<file path="src/source/alu_op_pkg.sv">
/*
 * ALU operator encoding
 * Base integer, branch and polar SIMD operators
 */
package alu_op_pkg;

    typedef enum logic [4:0] {
        // Arithmetic
        ADD,
        SUB,
        ADDW,
        SUBW,
        // Bitwise logic
        ANDL,
        ORL,
        XORL,
        // Shifts
        SLL,
        SRL,
        SRA,
        SLLW,
        SRLW,
        SRAW,
        // Set less than
        SLTS,
        SLTU,
        // Branch conditions
        EQ,
        NE,
        LTS,
        LTU,
        GES,
        GEU,
        // Polar decoder kernels
        PL_R,
        PL_F,
        PL_DECODE,
        PL_EVAL,
        PL_G
    } alu_op_e;

endpackage

</file>
<file path="src/source/alu_data_pkg.sv">
/*
 * ALU data definitions
 * Word width, polar lane geometry and the shared operand word
 */
package alu_data_pkg;

    // --------------------------------------------------
    // Widths
    // --------------------------------------------------
    parameter int XLEN    = 64;
    parameter int WLEN    = 32;
    parameter int LANE_W  = 8;
    parameter int N_LANES = XLEN / LANE_W;

    // --------------------------------------------------
    // Types
    // --------------------------------------------------
    typedef logic [XLEN-1:0] xlen_t;

    // Signed polar lane
    typedef logic signed [LANE_W-1:0] lane_t;

    // One operand word, seen as a scalar or as eight lanes
    // Lane 0 sits in the least significant byte
    typedef union packed {
        xlen_t                     word;
        lane_t [N_LANES-1:0]       lane;
    } operand_u;

endpackage
</file>
<file path="src/source/alu_operands_if.sv">
/*
 * ALU operand bundle
 * Operator, both operands and the immediate
 */
`timescale 1ns/1ps

interface alu_operands_if;

    alu_op_pkg::alu_op_e    op;
    alu_data_pkg::operand_u operand_a;
    alu_data_pkg::operand_u operand_b;
    alu_data_pkg::operand_u imm;

    modport source (output op, output operand_a, output operand_b, output imm);
    modport sink   (input op, input operand_a, input operand_b, input imm);

endinterface

</file>
<file path="src/source/alu_top.sv">
/*
 * ALU top level
 * Registered single-cycle integer and polar SIMD execution unit
 */
`timescale 1ns/1ps

module alu_top (
    input  logic                  clk_i,
    input  logic                  rst_n_i,
    input  logic                  valid_i,
    input  alu_op_pkg::alu_op_e   op_i,
    input  alu_data_pkg::xlen_t   operand_a_i,
    input  alu_data_pkg::xlen_t   operand_b_i,
    input  alu_data_pkg::xlen_t   imm_i,
    output logic                  valid_o,
    output alu_data_pkg::xlen_t   result_o,
    output logic                  branch_taken_o
);

    alu_data_pkg::xlen_t sum;
    alu_data_pkg::xlen_t shift;
    alu_data_pkg::xlen_t polar;
    logic                less;
    logic                branch_taken;

    alu_operands_if opnd_if ();

    assign opnd_if.op             = op_i;
    assign opnd_if.operand_a.word = operand_a_i;
    assign opnd_if.operand_b.word = operand_b_i;
    assign opnd_if.imm.word       = imm_i;

    // Combinational units
    alu_adder_cmp u_adder_cmp (
        .opnd_if        (opnd_if),
        .sum_o          (sum),
        .less_o         (less),
        .branch_taken_o (branch_taken)
    );

    alu_shifter u_shifter (
        .opnd_if (opnd_if),
        .shift_o (shift)
    );

    alu_polar_simd u_polar_simd (
        .opnd_if (opnd_if),
        .polar_o (polar)
    );

    alu_result_stage u_result_stage (
        .clk_i          (clk_i),
        .rst_n_i        (rst_n_i),
        .valid_i        (valid_i),
        .opnd_if        (opnd_if),
        .sum_i          (sum),
        .less_i         (less),
        .branch_taken_i (branch_taken),
        .shift_i        (shift),
        .polar_i        (polar),
        .valid_o        (valid_o),
        .result_o       (result_o),
        .branch_taken_o (branch_taken_o)
    );

endmodule

</file>
<file path="src/source/alu_result_stage.sv">
/*
 * ALU result stage
 * Bitwise logic, final result mux and the single output register
 */
`timescale 1ns/1ps

module alu_result_stage (
    input  logic                  clk_i,
    input  logic                  rst_n_i,
    input  logic                  valid_i,
    alu_operands_if.sink          opnd_if,
    input  alu_data_pkg::xlen_t   sum_i,
    input  logic                  less_i,
    input  logic                  branch_taken_i,
    input  alu_data_pkg::xlen_t   shift_i,
    input  alu_data_pkg::xlen_t   polar_i,
    output logic                  valid_o,
    output alu_data_pkg::xlen_t   result_o,
    output logic                  branch_taken_o
);

    alu_data_pkg::xlen_t a_word;
    alu_data_pkg::xlen_t b_word;
    alu_data_pkg::xlen_t result_d;

    assign a_word = opnd_if.operand_a.word;
    assign b_word = opnd_if.operand_b.word;

    // --------------------------------------------------
    // Result mux
    // --------------------------------------------------
    always_comb begin
        case (opnd_if.op)
            alu_op_pkg::ANDL:      result_d = a_word & b_word;
            alu_op_pkg::ORL:       result_d = a_word | b_word;
            alu_op_pkg::XORL:      result_d = a_word ^ b_word;
            alu_op_pkg::ADD,
            alu_op_pkg::SUB,
            alu_op_pkg::ADDW,
            alu_op_pkg::SUBW:      result_d = sum_i;
            alu_op_pkg::SLL,
            alu_op_pkg::SRL,
            alu_op_pkg::SRA,
            alu_op_pkg::SLLW,
            alu_op_pkg::SRLW,
            alu_op_pkg::SRAW:      result_d = shift_i;
            alu_op_pkg::SLTS,
            alu_op_pkg::SLTU:      result_d = {{(alu_data_pkg::XLEN - 1){1'b0}}, less_i};
            alu_op_pkg::PL_R,
            alu_op_pkg::PL_F,
            alu_op_pkg::PL_DECODE,
            alu_op_pkg::PL_EVAL,
            alu_op_pkg::PL_G:      result_d = polar_i;
            // Branches only produce the taken bit
            default:               result_d = '0;
        endcase
    end

    // --------------------------------------------------
    // Output register
    // --------------------------------------------------
    always_ff @(posedge clk_i or negedge rst_n_i) begin
        if (!rst_n_i) begin
            valid_o        <= 1'b0;
            result_o       <= '0;
            branch_taken_o <= 1'b0;
        end else begin
            valid_o <= valid_i;
            // Hold last result across idle cycles
            if (valid_i) begin
                result_o       <= result_d;
                branch_taken_o <= branch_taken_i;
            end
        end
    end

endmodule

</file>
<file path="src/source/alu_polar_simd.sv">
/*
 * Polar decoder SIMD unit
 * Eight signed 8-bit lanes, saturating g kernel
 */
`timescale 1ns/1ps

module alu_polar_simd (
    alu_operands_if.sink          opnd_if,
    output alu_data_pkg::xlen_t   polar_o
);

    alu_data_pkg::operand_u r_res;
    alu_data_pkg::operand_u f_res;
    alu_data_pkg::operand_u dec_res;
    alu_data_pkg::operand_u eval_res;
    alu_data_pkg::operand_u g_res;
    alu_data_pkg::lane_t    b_lane0;

    // Lane 0 of B acts as a control value for PL_R and PL_DECODE
    assign b_lane0 = opnd_if.operand_b.lane[0];

    // --------------------------------------------------
    // Per-lane kernels
    // --------------------------------------------------
    always_comb begin
        alu_data_pkg::lane_t                 a;
        alu_data_pkg::lane_t                 b;
        logic [alu_data_pkg::LANE_W-1:0]     abs_a;
        logic [alu_data_pkg::LANE_W-1:0]     abs_b;
        logic [alu_data_pkg::LANE_W-1:0]     mag;
        logic                                neg;
        logic signed [alu_data_pkg::LANE_W:0] sum9;
        logic signed [alu_data_pkg::LANE_W:0] diff9;
        logic signed [alu_data_pkg::LANE_W:0] g9;

        for (int i = 0; i < alu_data_pkg::N_LANES; i++) begin
            a = opnd_if.operand_a.lane[i];
            b = opnd_if.operand_b.lane[i];

            // Hard decision
            r_res.lane[i] = (b_lane0 == 8'sd1) ? 8'sd0 : (a[alu_data_pkg::LANE_W-1] ? 8'sd1 : 8'sd0);

            // f: min magnitude with the product sign; -128 maps to 128
            abs_a = a[alu_data_pkg::LANE_W-1] ? -a : a;
            abs_b = b[alu_data_pkg::LANE_W-1] ? -b : b;
            neg   = a[alu_data_pkg::LANE_W-1] ^ b[alu_data_pkg::LANE_W-1];
            mag   = (abs_a > abs_b) ? abs_b : abs_a;
            f_res.lane[i] = neg ? -mag : mag;

            dec_res.lane[i]  = (b_lane0 == 8'sd0) ? a : 8'sd0;
            eval_res.lane[i] = (a == 8'sd1) ? 8'hFF : 8'h00;

            // g: 9-bit sum or difference, clamped to +/-127
            sum9  = a + b;
            diff9 = b - a;
            g9    = (opnd_if.imm.lane[i] == 8'sd0) ? sum9 : diff9;
            if (g9 > 9'sd127) begin
                g_res.lane[i] = 8'sd127;
            end else if (g9 < -9'sd127) begin
                g_res.lane[i] = -8'sd127;
            end else begin
                g_res.lane[i] = g9[alu_data_pkg::LANE_W-1:0];
            end
        end
    end

    // --------------------------------------------------
    // Kernel select
    // --------------------------------------------------
    always_comb begin
        case (opnd_if.op)
            alu_op_pkg::PL_R:      polar_o = r_res.word;
            alu_op_pkg::PL_F:      polar_o = f_res.word;
            alu_op_pkg::PL_DECODE: polar_o = dec_res.word;
            alu_op_pkg::PL_EVAL:   polar_o = eval_res.word;
            alu_op_pkg::PL_G:      polar_o = g_res.word;
            default:               polar_o = '0;
        endcase
    end

endmodule

</file>
<file path="src/source/alu_shifter.sv">
/*
 * ALU shifter
 * 64-bit and word shifts on a single arithmetic right-shift path
 */
`timescale 1ns/1ps

module alu_shifter (
    alu_operands_if.sink          opnd_if,
    output alu_data_pkg::xlen_t   shift_o
);

    logic                             shift_left;
    logic                             shift_arith;
    logic                             shift_word;
    alu_data_pkg::xlen_t              a_word;
    alu_data_pkg::xlen_t              a_rev64;
    logic [alu_data_pkg::WLEN-1:0]    a_rev32;
    alu_data_pkg::xlen_t              shift_in64;
    logic [alu_data_pkg::WLEN-1:0]    shift_in32;
    logic [alu_data_pkg::XLEN:0]      right64;
    logic [alu_data_pkg::WLEN:0]      right32;
    alu_data_pkg::xlen_t              left64;
    logic [alu_data_pkg::WLEN-1:0]    left32;
    alu_data_pkg::xlen_t              res64;
    logic [alu_data_pkg::WLEN-1:0]    res32;

    assign a_word      = opnd_if.operand_a.word;
    assign shift_left  = (opnd_if.op == alu_op_pkg::SLL) || (opnd_if.op == alu_op_pkg::SLLW);
    assign shift_arith = (opnd_if.op == alu_op_pkg::SRA) || (opnd_if.op == alu_op_pkg::SRAW);
    assign shift_word  = (opnd_if.op == alu_op_pkg::SLLW) ||
                         (opnd_if.op == alu_op_pkg::SRLW) ||
                         (opnd_if.op == alu_op_pkg::SRAW);

    // Left shift = reverse, shift right, reverse back
    assign a_rev64 = {<<{a_word}};
    assign a_rev32 = {<<{a_word[alu_data_pkg::WLEN-1:0]}};

    assign shift_in64 = shift_left ? a_rev64 : a_word;
    assign shift_in32 = shift_left ? a_rev32 : a_word[alu_data_pkg::WLEN-1:0];

    // Top bit only carries the sign for arithmetic shifts
    assign right64 = $signed({shift_arith & shift_in64[alu_data_pkg::XLEN-1], shift_in64})
                     >>> opnd_if.operand_b.word[5:0];
    assign right32 = $signed({shift_arith & shift_in32[alu_data_pkg::WLEN-1], shift_in32})
                     >>> opnd_if.operand_b.word[4:0];

    assign left64 = {<<{right64[alu_data_pkg::XLEN-1:0]}};
    assign left32 = {<<{right32[alu_data_pkg::WLEN-1:0]}};

    assign res64 = shift_left ? left64 : right64[alu_data_pkg::XLEN-1:0];
    assign res32 = shift_left ? left32 : right32[alu_data_pkg::WLEN-1:0];

    assign shift_o = shift_word ?
                     {{(alu_data_pkg::XLEN - alu_data_pkg::WLEN){res32[alu_data_pkg::WLEN-1]}},
                      res32} :
                     res64;

endmodule

</file>
<file path="src/source/alu_adder_cmp.sv">
/*
 * ALU adder and comparator
 * Shared add/subtract, magnitude compare and branch resolution
 */
`timescale 1ns/1ps

module alu_adder_cmp (
    alu_operands_if.sink          opnd_if,
    output alu_data_pkg::xlen_t   sum_o,
    output logic                  less_o,
    output logic                  branch_taken_o
);

    logic                         negate_b;
    logic                         signed_cmp;
    logic                         zero_flag;
    logic [alu_data_pkg::XLEN:0]  adder_a;
    logic [alu_data_pkg::XLEN:0]  adder_b;
    logic [alu_data_pkg::XLEN:0]  adder_ext;
    alu_data_pkg::xlen_t          adder_res;
    alu_data_pkg::xlen_t          a_word;
    alu_data_pkg::xlen_t          b_word;

    assign a_word = opnd_if.operand_a.word;
    assign b_word = opnd_if.operand_b.word;

    // --------------------------------------------------
    // Adder
    // --------------------------------------------------
    always_comb begin
        case (opnd_if.op)
            alu_op_pkg::SUB,
            alu_op_pkg::SUBW,
            alu_op_pkg::EQ,
            alu_op_pkg::NE:  negate_b = 1'b1;
            default:         negate_b = 1'b0;
        endcase
    end

    // Extra LSB carries the +1 of the two's complement
    assign adder_a   = {a_word, 1'b1};
    assign adder_b   = {b_word, 1'b0} ^ {(alu_data_pkg::XLEN + 1){negate_b}};
    assign adder_ext = adder_a + adder_b;
    assign adder_res = adder_ext[alu_data_pkg::XLEN:1];
    assign zero_flag = ~|adder_res;

    // Word forms keep the low half, sign extended
    assign sum_o = (opnd_if.op == alu_op_pkg::ADDW || opnd_if.op == alu_op_pkg::SUBW) ?
                   {{(alu_data_pkg::XLEN - alu_data_pkg::WLEN){adder_res[alu_data_pkg::WLEN-1]}},
                    adder_res[alu_data_pkg::WLEN-1:0]} :
                   adder_res;

    // --------------------------------------------------
    // Compare and branch
    // --------------------------------------------------
    assign signed_cmp = (opnd_if.op == alu_op_pkg::SLTS) ||
                        (opnd_if.op == alu_op_pkg::LTS)  ||
                        (opnd_if.op == alu_op_pkg::GES);

    assign less_o = $signed({signed_cmp & a_word[alu_data_pkg::XLEN-1], a_word}) <
                    $signed({signed_cmp & b_word[alu_data_pkg::XLEN-1], b_word});

    always_comb begin
        case (opnd_if.op)
            alu_op_pkg::EQ:  branch_taken_o = zero_flag;
            alu_op_pkg::NE:  branch_taken_o = ~zero_flag;
            alu_op_pkg::LTS,
            alu_op_pkg::LTU: branch_taken_o = less_o;
            alu_op_pkg::GES,
            alu_op_pkg::GEU: branch_taken_o = ~less_o;
            default:         branch_taken_o = 1'b1;
        endcase
    end

endmodule

</file>
<file path="config.mk">
export PLATFORM = sky130hd
export DESIGN_NAME = alu_top
export DESIGN_NICKNAME = d
export VERILOG_FILES = /design/src/source/alu_op_pkg.sv /design/src/source/alu_data_pkg.sv /design/src/source/alu_operands_if.sv /design/src/source/alu_top.sv /design/src/source/alu_result_stage.sv /design/src/source/alu_polar_simd.sv /design/src/source/alu_shifter.sv /design/src/source/alu_adder_cmp.sv
export SDC_FILE = /design/constraint.sdc
export NUM_CORES = 2
export LEC_CHECK = 0
export ABC_AREA = 1
export BUFFER_PORTS_ARGS = -buffer_cell sky130_fd_sc_hd__clkbuf_2
export CAP_MARGIN = 20
export CORE_UTILIZATION = 60
export CTS_CLUSTER_DIAMETER = 150
export DETAILED_ROUTE_END_ITERATION = 7
export PLACE_DENSITY_LB_ADDON = 0.2
export SYNTH_ARGS = -nofsm -noshare
export SYNTH_HDL_FRONTEND = slang
export SYNTH_HIERARCHICAL = 1
export SYNTH_SLANG_ARGS = --single-unit
export TNS_END_PERCENT = 20
</file>
<file path="constraint.sdc">
create_clock -name clk_i -period 0.8 [get_ports clk_i]
set_clock_uncertainty 0.05 [all_clocks]
set_input_delay 0.16 -clock clk_i [delete_from_list [all_inputs] [get_ports clk_i]]
set_output_delay 0.16 -clock clk_i [all_outputs]
set_load 0.05 [all_outputs]
</file>
==> results_dict.tcl, run 1 <==
set metrics [dict create \
    grt_max_degree 75 \
    netlist_instances 7368 \
    ys_types 60 \
    dpl_worst_slack_ns -3.27 \
    grt_pass1_wl_mm 427 \
    rows 92 \
    haltStage "5_1_grt" \
    syn_area_um2 38800 \
    dp.final_hpwl_mm 161 \
    stop_error "[ERROR GRT-0116] Global routing finished with congestion. Check the congestion regions in the DRC Viewer." \
    die_h_um 256 \
    synth-async-reset-ratio_pct 100 \
    grt_pass1_vias 71000 \
    ys_ff_latch 66 \
    dp_cells 9640 \
    overflow 694 \
    dpl_cell_area_um2 52800 \
    htreeDepth 3 \
    yosys_warnings 6 \
    syn_nets 8016 \
    grt_usage_pct 82.6 \
    cts_made_buffers 9 \
    cts.path.max_buffers 2 \
    initial_core_util_pct 61.1 \
    ys_seq_area_share_pct 4.25 \
    port_buffers 265 \
    ys.flop_type "dfrtp_1" \
    cts_root_buf "clkbuf_16" \
    io_pins 266 \
    status "stopped before the end" \
    cts.sinks 66 \
    avgSynthCellArea_um2 5.27 \
    synth-edff-count 0 \
    die_x_um 256 \
    gp_congestion 1.36 \
]
metal layers:
metal / GRT usage [%] / GRT overflow
met1: 80.7 / 45
met2: 95.2 / 409
met3: 74.1 / 27
met4: 80.3 / 210
met5: 57.7 / 3
logic make-up after synthesis:
kind of cell | after synthesis | synth area share [%]
AO/OA/AOI/OAI | 581 | 8.45
XOR/XNOR | 126 | 2.96
adder cells (fa/ha/maj) | 448 | 14.6
buffers and inverters | 1213 | 12.5
flip-flops | 66 | 4.25
AND/OR/NAND/NOR | 4934 | 57.2
stage by stage:
stage / utilization [%] / hold slack [ns]
global placement: 83.1 / 0.0939
floorplan: - / -0.186
detailed placement: 83.1 / 0.0952
CTS: 86.3 / 0.0122
cell usage after synthesis (all sizes together) (11+ instances only):
library cell,instances,area (um2)
a21oi,202,1020
xnor2,22,193
o21bai,14,105
clkbuf,100,375
o21ai,235,1190
dfrtp,66,1650
ha,440,5510
nor3,39,238
a31oi,11,68.8
o211ai,52,390
nand3,1632,8310
nand3b,73,548
a21o,24,180
buf,178,970
nand4,97,788
xor2,104,956
inv,925,3470
nor2,433,1830
nand2,2631,10300
what timing repair did:
action | 4_1_cts
endpoints found under the hold margin | 66
cloned | 5
pin swaps | 148
setup buffers | 43
setup endpoints to repair | 131
gates resized for setup | 384
hold buffers | 1
==> run 2, diff against run 1 <==
--- a/config.mk
+++ b/config.mk
@@ -8,10 +8,9 @@
 export ABC_AREA = 1
 export BUFFER_PORTS_ARGS = -buffer_cell sky130_fd_sc_hd__clkbuf_2
 export CAP_MARGIN = 20
-export CORE_UTILIZATION = 60
-export CTS_CLUSTER_DIAMETER = 150
+export CORE_UTILIZATION = 40
 export DETAILED_ROUTE_END_ITERATION = 7
-export PLACE_DENSITY_LB_ADDON = 0.2
+export PLACE_DENSITY_LB_ADDON = 0.15
 export SYNTH_ARGS = -nofsm -noshare
 export SYNTH_HDL_FRONTEND = slang
 export SYNTH_HIERARCHICAL = 1
==> run 2 against run 1 <==
Against the previous run: the flow now finishes, with violations (negative setup slack); synthesized cell count stayed put; synthesized area is the same.
==> results_dict.tcl, run 2 <==
set metrics [dict create \
    drt_first_pass_iters 8 \
    path_buf_inv 9 \
    clk_pin_slew_ns 0.06 \
    cp.required_ns 1.06 \
    grt_usage_pct 42.8 \
    syn_area_um2 38800 \
    worstReg2RegStart "u_result_stage/branch_taken_o" \
    max-cap-violations 0 \
    relSlewSlack_pct 54.9 \
    grt_max_degree 65 \
    drc_errors 0 \
    cts_tree "built" \
    gp_congestion 1.11 \
    cp-end-kind "flop" \
    drive_gt1_share_pct 27.6 \
    die_h_um 314 \
    netlist_instances 7368 \
    viasPerCell 5.55 \
    cp-endpoint "u_result_stage/result_o[48]" \
    cp.arrival_ns 3.69 \
    slew_viol_final 0 \
    violations "negative setup slack" \
    rows 113 \
    synth_common_cells "nand2_1, nand3_1, inv_1, ha_1, nor2_1" \
    overflow 0 \
    ys_types 60 \
    syn_nets 8016 \
    grt_pass1_wl_mm 318 \
    rsz0062_at_grt "yes" \
    ys_top_cells_by_area "nand2_1, nand3_1, ha_1, inv_1, dfrtp_1" \
    setup_slack_ns -2.63 \
    slowest_stage "ha_1" \
    r2r_end "u_result_stage/branch_taken_o" \
    ys.flop_type "dfrtp_1" \
    fin_util_pct 59.5 \
    synth-edff-count 0 \
    cts_root_buf "clkbuf_16" \
    ant_nets 0 \
    whs_path_depth 2 \
    cp-startpoint "op_i[0]" \
    cts.path.max_buffers 2 \
    ys_seq_area_share_pct 4.25 \
    avgSynthCellArea_um2 5.27 \
    crit_top_cell "nand2_1" \
    dieArea_um2 98300 \
    finalHoldViolCount 0 \
    cp.depth 29 \
    synth-async-reset-ratio_pct 100 \
    htreeDepth 3 \
    cts.sinks 66 \
    antenna_found_initial 16 \
    final_cell_mix "nand2_1, nand3_1, buf_4, inv_1, ha_1" \
    initial_core_util_pct 40.6 \
    dp.final_hpwl_mm 184 \
    finalNetCount 9674 \
    die_x_um 314 \
    min_from "valid_i" \
    critical_path_class "in2reg" \
    largest-register "u_result_stage/result_o" \
    power_per_cell_area_nw_per_um2 1020 \
    setup_viol 131 \
    post-route-period-util_pct 429 \
    largestRegisters "u_result_stage/result_o x64, u_result_stage/branch_taken_o x1, u_result_stage/valid_o x1" \
    dp_cells 10200 \
    port_buffers 265 \
    grt_pass1_vias 52000 \
    fmax_mhz 292 \
    ff2ff_setup_slack_ns -0.10 \
    status "complete, but fails checks" \
    yosys.area.top_type "nand2_1" \
    post-synth-top-count-cell "nand2_1" \
    leakage_nw 32.5 \
    hp-class "in2reg" \
    yosys_warnings 6 \
    drt-total-wl_mm 219 \
    irDropWorstVdd_v 0.00135 \
    largest_register_ffs 64 \
    io_pins 266 \
    ys_ff_latch 66 \
    cts_made_buffers 9 \
    mostFrequentLayoutCell "nand2_1" \
    final_cells 10300 \
    drtIter0Drc 6927 \
    crit_family "simple AND/OR/NAND/NOR gates" \
    insertion_delay_ns 0.42 \
    critPathMaxFanout 12 \
    ff2ff_path_depth 2 \
    period_needed_ns 3.43 \
    area_growth_pct 46.3 \
    coreArea_um2 95600 \
    num_vias 57100 \
    slowest_delay_ns 0.39 \
    wl_per_cell_um 21.2 \
    critPathLaunchType "input pin" \
    yosysTopAreaCellShare_pct 24.2 \
    worstMarginPinSlew_ns 0.670 \
]
-- run 2: cell counts after synthesis --
Identical to the previous run, type by type.
-- run 2: layer usage --
layer / vias up / global-route usage (%) / wire, um
met5: - / 0 / 36
met4: 6 / 23.3 / 13100
met1: 26300 / 56.9 / 91000
li1: 27400 / - / -
met3: 515 / 7.12 / 22300
met2: 2969 / 65.4 / 92300
-- run 2: kinds of logic after synthesis --
kind of cell	share of synthesized area (%)
AND/OR/NAND/NOR	57.2
adder cells (fa/ha/maj)	14.6
buffers and inverters	12.5
AO/OA/AOI/OAI	8.45
flip-flops	4.25
XOR/XNOR	2.96
-- run 2: layout make-up --
| type | count | area (um2) |
|---|---|---|
| inverter | 935 | 3510 |
| clock buffer | 11 | 233 |
| tap | 1265 | 1580 |
| fill | 9763 | 38800 |
| antenna | 5 | 12.5 |
| sequential | 66 | 1660 |
| timing repair buffer | 1925 | 16300 |
| clock inverter | 5 | 55.1 |
| multi-input combinational | 6089 | 33400 |
-- run 2: how the worst min path moves through the flow --
stage	to	slack, ns
2_1_floorplan	u_result_stage/branch_taken_o	-0.19
4_1_cts	u_result_stage/valid_o	0.09
3_5_place_dp	u_result_stage/result_o[51]	0.09
5_1_grt	u_result_stage/valid_o	0.12
6_report	u_result_stage/valid_o	0.12
3_3_place_gp	u_result_stage/result_o[51]	0.09
-- run 2: worst reg2reg max path, cell delays in order, from the launching register on --
cell and delay (ns):
dfrtp_1 0.62, nand2_1 0.10, nand2_1 0.08
-- run 2: repair_timing --
action / in CTS / in global routing
endpoints found under the setup margin: 131 / 131
setup buffers: 19 / 8
gates resized for setup: 162 / 224
hold buffers: 1 / 0
pin swaps: 56 / 56
gates cloned: 4 / 1
endpoints found under the hold margin: 66 / 0
-- run 2: through the flow --
stage / setup WS (ns) / total power (W) / setup TNS, ns / area (um2) / hold WS [ns]
after global routing: -2.77 / 0.0617 / -191.28 / 56800 / 0.118
after global placement: -3.22 / 0.0497 / -183.26 / 55000 / 0.0899
final: -2.63 / 0.0580 / -182.02 / 56800 / 0.118
after floorplan: -2.28 / 0.0270 / -134.45 / 38900 / -0.186
after CTS: -2.50 / 0.0561 / -177.39 / 56100 / 0.0934
after detailed placement: -3.20 / 0.0503 / -185.35 / 55000 / 0.0919
-- run 2: where the power goes --
group	total, W	leakage (nW)	switching [W]	internal (W)
sequential	0.00427	0.871	0.000519	0.00375
clock	0.00477	0.136	0.00236	0.00241
combinational	0.0489	31.5	0.0282	0.0207
total	0.0580	32.5	0.0311	0.0269
Power figures use the tool's default switching activity.
